==> src/hw/rl_filter_defs.svh <==
/*
 * Pair filter configuration
 * Lane count, distance pipeline depth, buffer sizing and cutoff
 */
`ifndef RL_FILTER_DEFS_SVH
`define RL_FILTER_DEFS_SVH

// Filter lanes feeding one force pipeline, 1 to 4
`define RL_NUM_LANES 2

// Register stages in r2_compute
`define RL_R2_LATENCY 3

// Entries per lane buffer, power of two only
`define RL_BUF_DEPTH 16

// 12.0 squared is 144.0, shifted up by 16 fraction bits
`define RL_CUTOFF2 36'h000900000

// Free slots at or below which the generator is stalled
// Pipeline plus filter stage hold 4 pairs
// One more pair may arrive after the stall is seen
// One spare slot for the generator reaction
`define RL_BP_THRESHOLD 6

`endif

==> src/hw/rl_filter_pkg.sv <==
/*
 * Pair filter types
 * Fixed-point coordinates, deltas, squared distance, particle IDs
 * and the record kept in each lane buffer
 */
`default_nettype none

package rl_filter_pkg;

	// Coordinate, signed with 8 fraction bits
	typedef logic signed [15:0] coord_t;

	// Neighbor minus reference, one extra bit for the carry
	typedef logic signed [16:0] delta_t;

	// Sum of three squares, 16 fraction bits
	typedef logic [35:0] r2_t;

	typedef logic [11:0] pid_t;

	// IDs travelling alongside the distance pipeline
	typedef struct packed {
		pid_t ref_id;
		pid_t nbr_id;
	} id_pair_t;

	typedef struct packed {
		delta_t dz;
		delta_t dy;
		delta_t dx;
	} delta3_t;

	// Buffer record, MSB first
	typedef struct packed {
		pid_t   ref_id;
		pid_t   nbr_id;
		r2_t    r2;
		delta_t dz;
		delta_t dy;
		delta_t dx;
	} pair_rec_t;

endpackage

`default_nettype wire

==> src/hw/delay_line.sv <==
/*
 * Delay line
 * Fixed number of register stages for an arbitrary payload type
 */
`default_nettype none
`timescale 1ns/1ns

module delay_line
#(
	parameter type payload_t = logic,
	parameter int  DEPTH     = 1
)
(
	input  wire      clk,
	input  wire      rst,
	input  payload_t in,
	output payload_t out
);

	// Stage 0 is nearest the input
	payload_t stages [DEPTH];

	always_ff @(posedge clk)
	begin
		if (rst)
		begin
			for (int i = 0; i < DEPTH; i++)
				stages[i] <= '0;
		end
		else
		begin
			stages[0] <= in;
			// Shift toward the output
			for (int i = 1; i < DEPTH; i++)
				stages[i] <= stages[i-1];
		end
	end

	assign out = stages[DEPTH-1];

endmodule

`default_nettype wire

==> src/hw/r2_compute.sv <==
/*
 * Squared distance pipeline
 * Differences, squares and sum in three register stages
 * Deltas are delayed to come out with their r2
 */
`default_nettype none
`timescale 1ns/1ns
`include "rl_filter_defs.svh"

module r2_compute
	import rl_filter_pkg::*;
(
	input  wire         clk,
	input  wire         rst,
	input  wire         enable,
	input  wire coord_t ref_x,
	input  wire coord_t ref_y,
	input  wire coord_t ref_z,
	input  wire coord_t nbr_x,
	input  wire coord_t nbr_y,
	input  wire coord_t nbr_z,
	output logic        r2_valid,
	output r2_t         r2,
	output delta3_t     delta
);

	// Square of a 17 bit signed value fits in 34 bits unsigned
	delta3_t     d1;
	logic [33:0] sq_x, sq_y, sq_z;
	logic [2:0]  vld;
	r2_t         r2_sum;

	////////////////////////////////////////////////////////////////////////////
	// Datapath
	////////////////////////////////////////////////////////////////////////////

	// Stage 1, neighbor minus reference
	always_ff @(posedge clk)
	begin
		d1.dx <= delta_t'(nbr_x) - delta_t'(ref_x);
		d1.dy <= delta_t'(nbr_y) - delta_t'(ref_y);
		d1.dz <= delta_t'(nbr_z) - delta_t'(ref_z);
	end

	// Stage 2, squares
	always_ff @(posedge clk)
	begin
		sq_x <= d1.dx * d1.dx;
		sq_y <= d1.dy * d1.dy;
		sq_z <= d1.dz * d1.dz;
	end

	// Stage 3, sum with 16 fraction bits
	always_ff @(posedge clk)
	begin
		r2_sum <= r2_t'(sq_x) + r2_t'(sq_y) + r2_t'(sq_z);
	end

	// Deltas leave stage 1, so two more stages to line up
	delay_line #(
		.payload_t(delta3_t),
		.DEPTH(`RL_R2_LATENCY - 1)
	) i_delta_delay (
		.clk(clk),
		.rst(rst),
		.in(d1),
		.out(delta)
	);

	// Valid strobe follows the data
	always_ff @(posedge clk)
	begin
		if (rst)
			vld <= '0;
		else
			vld <= {vld[1:0], enable};
	end

	assign r2_valid = vld[2];
	assign r2       = r2_sum;

endmodule

`default_nettype wire

==> src/hw/pair_fifo.sv <==
/*
 * Lane pair buffer
 * Show-ahead synchronous FIFO of pair records with fill count
 * Simultaneous write and read are both taken
 */
`default_nettype none
`timescale 1ns/1ns
`include "rl_filter_defs.svh"

module pair_fifo
	import rl_filter_pkg::*;
(
	input  wire            clk,
	input  wire            rst,
	input  wire            wr,
	input  wire pair_rec_t wr_data,
	input  wire            rd,
	output pair_rec_t      rd_data,
	output logic           empty,
	output logic           full,
	output logic [$clog2(`RL_BUF_DEPTH):0] used
);

	localparam int AW = $clog2(`RL_BUF_DEPTH);

	pair_rec_t     mem [`RL_BUF_DEPTH];
	logic [AW-1:0] wr_ptr;
	logic [AW-1:0] rd_ptr;
	logic [AW:0]   cnt;
	logic          do_wr;
	logic          do_rd;

	// Overflow and underflow are dropped here
	assign do_wr = wr && !full;
	assign do_rd = rd && !empty;

	// Storage
	always_ff @(posedge clk)
	begin
		if (do_wr)
			mem[wr_ptr] <= wr_data;
	end

	// Pointers wrap on their own, depth is a power of two
	always_ff @(posedge clk)
	begin
		if (rst)
		begin
			wr_ptr <= '0;
			rd_ptr <= '0;
			cnt    <= '0;
		end
		else
		begin
			if (do_wr)
				wr_ptr <= wr_ptr + 1'b1;
			if (do_rd)
				rd_ptr <= rd_ptr + 1'b1;
			// Count unchanged when both happen
			if (do_wr && !do_rd)
				cnt <= cnt + 1'b1;
			else if (do_rd && !do_wr)
				cnt <= cnt - 1'b1;
		end
	end

	// Front entry always on the output
	assign rd_data = mem[rd_ptr];
	assign empty   = (cnt == '0);
	assign full    = (cnt == (AW+1)'(`RL_BUF_DEPTH));
	assign used    = cnt;

endmodule

`default_nettype wire

==> src/hw/filter_logic.sv <==
/*
 * Filter lane
 * Squared distance, cutoff test and buffering of kept pairs
 * Stalls its generator before the buffer can overflow
 */
`default_nettype none
`timescale 1ns/1ns
`include "rl_filter_defs.svh"

module filter_logic
	import rl_filter_pkg::*;
(
	input  wire         clk,
	input  wire         rst,
	input  wire         in_valid,
	input  wire pid_t   ref_id,
	input  wire pid_t   nbr_id,
	input  wire coord_t ref_x,
	input  wire coord_t ref_y,
	input  wire coord_t ref_z,
	input  wire coord_t nbr_x,
	input  wire coord_t nbr_y,
	input  wire coord_t nbr_z,
	input  wire         sel,
	output pair_rec_t   head,
	output logic        pair_available,
	output logic        back_pressure
);

	localparam int AW = $clog2(`RL_BUF_DEPTH);

	logic        r2_valid;
	r2_t         r2;
	delta3_t     delta;
	id_pair_t    ids_in;
	id_pair_t    ids_d;
	logic        keep;
	logic        buf_wr;
	pair_rec_t   buf_rec;
	logic        buf_empty;
	logic        buf_full;
	logic [AW:0] buf_used;
	logic [AW:0] buf_free;

	r2_compute i_r2_compute (
		.clk(clk),
		.rst(rst),
		.enable(in_valid),
		.ref_x(ref_x),
		.ref_y(ref_y),
		.ref_z(ref_z),
		.nbr_x(nbr_x),
		.nbr_y(nbr_y),
		.nbr_z(nbr_z),
		.r2_valid(r2_valid),
		.r2(r2),
		.delta(delta)
	);

	// IDs ride along with the distance pipeline
	assign ids_in = '{ref_id: ref_id, nbr_id: nbr_id};

	delay_line #(
		.payload_t(id_pair_t),
		.DEPTH(`RL_R2_LATENCY)
	) i_id_delay (
		.clk(clk),
		.rst(rst),
		.in(ids_in),
		.out(ids_d)
	);

	////////////////////////////////////////////////////////////////////////////
	// Cutoff filter
	////////////////////////////////////////////////////////////////////////////

	// Zero distance means a particle paired with itself
	assign keep = r2_valid && (r2 != '0) && (r2 <= `RL_CUTOFF2);

	always_ff @(posedge clk)
	begin
		if (rst)
			buf_wr <= 1'b0;
		else
			buf_wr <= keep;
	end

	// Record layout matches the force pipeline input
	always_ff @(posedge clk)
	begin
		buf_rec <= '{ref_id: ids_d.ref_id, nbr_id: ids_d.nbr_id, r2: r2,
			dz: delta.dz, dy: delta.dy, dx: delta.dx};
	end

	pair_fifo i_pair_fifo (
		.clk(clk),
		.rst(rst),
		.wr(buf_wr),
		.wr_data(buf_rec),
		.rd(sel),
		.rd_data(head),
		.empty(buf_empty),
		.full(buf_full),
		.used(buf_used)
	);

	assign pair_available = !buf_empty;

	// Stall while the in-flight pairs might not fit
	assign buf_free      = (AW+1)'(`RL_BUF_DEPTH) - buf_used;
	assign back_pressure = (buf_free <= (AW+1)'(`RL_BP_THRESHOLD));

endmodule

`default_nettype wire

==> config.mk <==
export PLATFORM = sky130hd
export DESIGN_NAME = filter_logic
export DESIGN_NICKNAME = d
export VERILOG_FILES = /design/src/hw/rl_filter_pkg.sv /design/src/hw/delay_line.sv /design/src/hw/r2_compute.sv /design/src/hw/pair_fifo.sv /design/src/hw/filter_logic.sv
export VERILOG_INCLUDE_DIRS = /design/src /design/src/hw
export SDC_FILE = /design/constraint.sdc
export NUM_CORES = 2
export LEC_CHECK = 0
export BUFFER_PORTS_ARGS = -buffer_cell sky130_fd_sc_hd__buf_2
export CORE_MARGIN = 2
export CORE_UTILIZATION = 26
export DETAILED_ROUTE_END_ITERATION = 10
export SETUP_SLACK_MARGIN = 0.2
export SLEW_MARGIN = 20
export SYNTH_ARGS = -nofsm -noshare
export SYNTH_HDL_FRONTEND = slang
export SYNTH_SLANG_ARGS = --single-unit
==> constraint.sdc <==
create_clock -name clk -period 18.9 [get_ports clk]
set_input_delay 0.945 -clock clk [delete_from_list [all_inputs] [get_ports clk]]
set_output_delay 0.945 -clock clk [all_outputs]
set_load 0.01 [all_outputs]
==> flow_metrics.env <==
export IMPL_min_delay_path_depth=2
export IMPL_yosys_area_top_type="sky130_fd_sc_hd__edfxtp_1"
export IMPL_synthFlopType="sky130_fd_sc_hd__edfxtp_1"
export IMPL_insertion_delay_ps=930
export IMPL_worstSetupPathType="reg2out"
export IMPL_routabilityCongestion=0.8357
export IMPL_ff2ff_setup_slack_ps=11620
export IMPL_n_fill_cell=42360
export IMPL_postSynthAreaPerCell_um2=15.54
export IMPL_num_vias=59380
export IMPL_totalWireLength_um=268800
export IMPL_setup_tns_ps=0
export IMPL_async_reset_ff_frac=0
export IMPL_number_of_antenna_violations_at_the_first_check_in_global_routing=14
export IMPL_tritoncts_num_buffers=228
export IMPL_floorplan_initialDensity=0.2613
export IMPL_grt_max_degree=125
export IMPL_area_sequential_um2=63200
export IMPL_coreArea_um2=431500
export IMPL_synthesis_yosys_warnings=0
export IMPL_global_route_usage_total=0.1207
export IMPL_dp_hpwl_um=169300
export IMPL_clock_skew_final_ps=122.6
export IMPL_tritoncts="built"
export IMPL_max_slew_margin_rel=0.2332
export IMPL_r2r_worst_path_cells=19
export IMPL_synth_to_layout_area_growth_pct=14.35
export IMPL_pin_count=237
export IMPL_clock_tree_htree_level_count=4
export IMPL_finish_cell_count_without_fillers=13480
export IMPL_cts_sink_count=2268
export IMPL_timing_rr_start="i_r2_compute.d1[50]"
export IMPL_netlist_area_um2=112800
export IMPL_critPathCaptureType="primary output"
export IMPL_drt_iter0_markers=4352
export IMPL_worst_setup_hold_path_clk_slew_ps=70
export IMPL_synth_top_cells_by_count="sky130_fd_sc_hd__edfxtp_1, sky130_fd_sc_hd__inv_1, sky130_fd_sc_hd__fa_1, sky130_fd_sc_hd__mux4_2, sky130_fd_sc_hd__dfxtp_1"
export IMPL_fin_crit_sh=0.4163
export IMPL_max_cap_violations=0
export IMPL_drt_drc_violations_left=0
export IMPL_port_buffers=236
export IMPL_clock_fmax_mhz=127.1
export IMPL_design_die_area_um2=439000
export IMPL_outcome="finished clean"
export IMPL_via_count_of_the_first_global_routing_pass=64090
export IMPL_num_rows=241
export IMPL_die_width_um=662.6
export IMPL_drive_gt1_frac=0.1667
export IMPL_multiInputGateArea_um2=44500
export IMPL_setup_viol=0
export IMPL_hold_start="ref_id[10]"
export IMPL_synth_seq_area_share=0.5603
export IMPL_detailedRoute_firstPassIterationCount=5
export IMPL_rsz0062_at_grt="no"
export IMPL_place_detailed_instances=13050
export IMPL_yosysUniqueCellTypes=74
export IMPL_die_h_um=662.6
export IMPL_clockRootBuffer="sky130_fd_sc_hd__clkbuf_16"
export IMPL_timing_critical_path_to="head[43]"
export IMPL_synth_fp_nets=8581
export IMPL_number_of_nets_in_the_finished_design=8898
export IMPL_start_kind="flop"
export IMPL_top_count_cell_post_synth="sky130_fd_sc_hd__edfxtp_1"
export IMPL_postCtsSetupBuffers=0
export IMPL_post_cts_resized=0
export IMPL_worst_slew_pin_transition_ps=1149
export IMPL_crit_required_ps=17950
export IMPL_cts_buffer_depth=4
export IMPL_route_antenna_remaining_nets=0
export IMPL_regToRegEndpoint="i_r2_compute.sq_z[32]"
export IMPL_grt_pass1_wl_um=403600
export IMPL_detail_route_vias_per_cell=4.404
export IMPL_fin_hold_ws_ps=232.5
export IMPL_timing_hold_worst_class="in2reg"
export IMPL_finalCriticalPeriod_ps=7869
export IMPL_hold_violations=0
export IMPL_synth_edf_count=1776
export IMPL_netlist_top_cells_area="sky130_fd_sc_hd__edfxtp_1, sky130_fd_sc_hd__fa_1, sky130_fd_sc_hd__mux4_2"
export IMPL_ys_seq_elements=2268
export IMPL_finalMaxSlewViolations=0
export IMPL_data_arrival_critical_path_ps=6920
export IMPL_synth_top_cell_area_share=0.4729
export IMPL_maximum_fanout_encountered_on_the_critical_timing_path=124
export IMPL_routedWlPerCell_um=19.94
export IMPL_synthesis_instances=7255
export IMPL_globalRoute_totalOverflow=0
export IMPL_cts_hold_fix_buffers=0
-- worst max-delay path, stage by stage (launching register included) --
cell                      delay [ps]
sky130_fd_sc_hd__dfxtp_4         720
sky130_fd_sc_hd__buf_4           910
sky130_fd_sc_hd__buf_4           540
sky130_fd_sc_hd__buf_12          480
sky130_fd_sc_hd__buf_12          660
sky130_fd_sc_hd__buf_4           900
sky130_fd_sc_hd__mux4_2          440
sky130_fd_sc_hd__mux4_2          560
sky130_fd_sc_hd__buf_2           180
-- state kept, by name (all words and copies together), names as in the netlist, named ones only --
register	cells
i_r2_compute.r2	36
i_pair_fifo.wr_ptr	4
i_r2_compute.sq_y	33
i_pair_fifo.mem	1776
i_r2_compute.sq_x	33
buf_wr	1
buf_rec	111
i_id_delay.stages	72
i_r2_compute.vld	3
i_r2_compute.sq_z	33
i_r2_compute.i_delta_delay.stages	102
i_pair_fifo.rd_ptr	4
i_pair_fifo.used	5
i_r2_compute.d1	51
-- cell type report --
class,instances,share of cell area
Sequential cell,2268,0.4901
Multi-Input combinational cell,3606,0.3451
Clock inverter,127,0.01241
Antenna cell,11,0.0002135
Tap cell,5710,0.05540
Inverter,1144,0.03330
Clock buffer,293,0.04833
Timing Repair Buffer,324,0.01516
-- through the flow --
step,cell area [um2],setup slack (ps),util
6_report,129000,11030,0.2988
5_1_grt,128900,10750,0.2988
4_1_cts,128900,10940,0.2988
3_5_place_dp,121100,11620,0.2806
3_3_place_gp,121100,11860,0.2806
2_1_floorplan,112800,9124,-
-- per-layer routing --
layer	GRT usage	part of all wire	routed length, um	up-vias
met1	0.1541	0.42	112400	31380
met5	0	0	0	-
met4	0.04353	0.036	9803	0
met3	0.01718	0.048	12970	413
met2	0.2081	0.50	133700	1431
li1	-	-	-	26150
-- worst min-delay path by stage --
stage	end	slack, ps
3_3_place_gp	buf_rec[107]	310
6_report	i_id_delay.stages[0][22]	230
3_5_place_dp	buf_rec[101]	310
5_1_grt	i_id_delay.stages[0][18]	190
4_1_cts	i_id_delay.stages[0][22]	150
2_1_floorplan	buf_rec[0]	310
-- cell usage in the layout (no fill, tap or decap), drive strengths merged, types with 34 or more instances in the layout --
cell type | Yosys | layout
nor3 | 66 | 66
nor2 | 214 | 214
xor2 | 56 | 56
buf | 44 | 323
xnor2 | 163 | 163
nand2 | 330 | 330
bufinv | 0 | 34
mux4 | 555 | 555
ha | 397 | 397
clkbuf | 193 | 294
fa | 805 | 805
edfxtp | 1776 | 1776
a21oi | 146 | 146
and2 | 173 | 173
o21ai | 85 | 85
a21o | 46 | 46
clkinv | 2 | 73
inv | 1142 | 1151
nor2b | 215 | 215
dfxtp | 492 | 492
nand3 | 50 | 50
-- cells by family (layout without fill, tap and decap cells) --
| logic type | Yosys count | count (layout) | synth area share |
|---|---|---|---|
| flip-flops | 2268 | 2268 | 0.5603 |
| buffers and inverters | 1381 | 1888 | 0.04606 |
| adder cells (fa/ha/maj) | 1202 | 1202 | 0.1870 |
| AND/OR/NAND/NOR | 1163 | 1163 | 0.05149 |
| multiplexers | 561 | 561 | 0.1114 |
| AO/OA/AOI/OAI | 461 | 461 | 0.02683 |
| XOR/XNOR | 219 | 219 | 0.01701 |
| other | 0 | 11 | 0 |
Power is left out: the tool's default activity adds up to more than one toggle a clock period on the data nets, which glitch-free logic cannot reach.
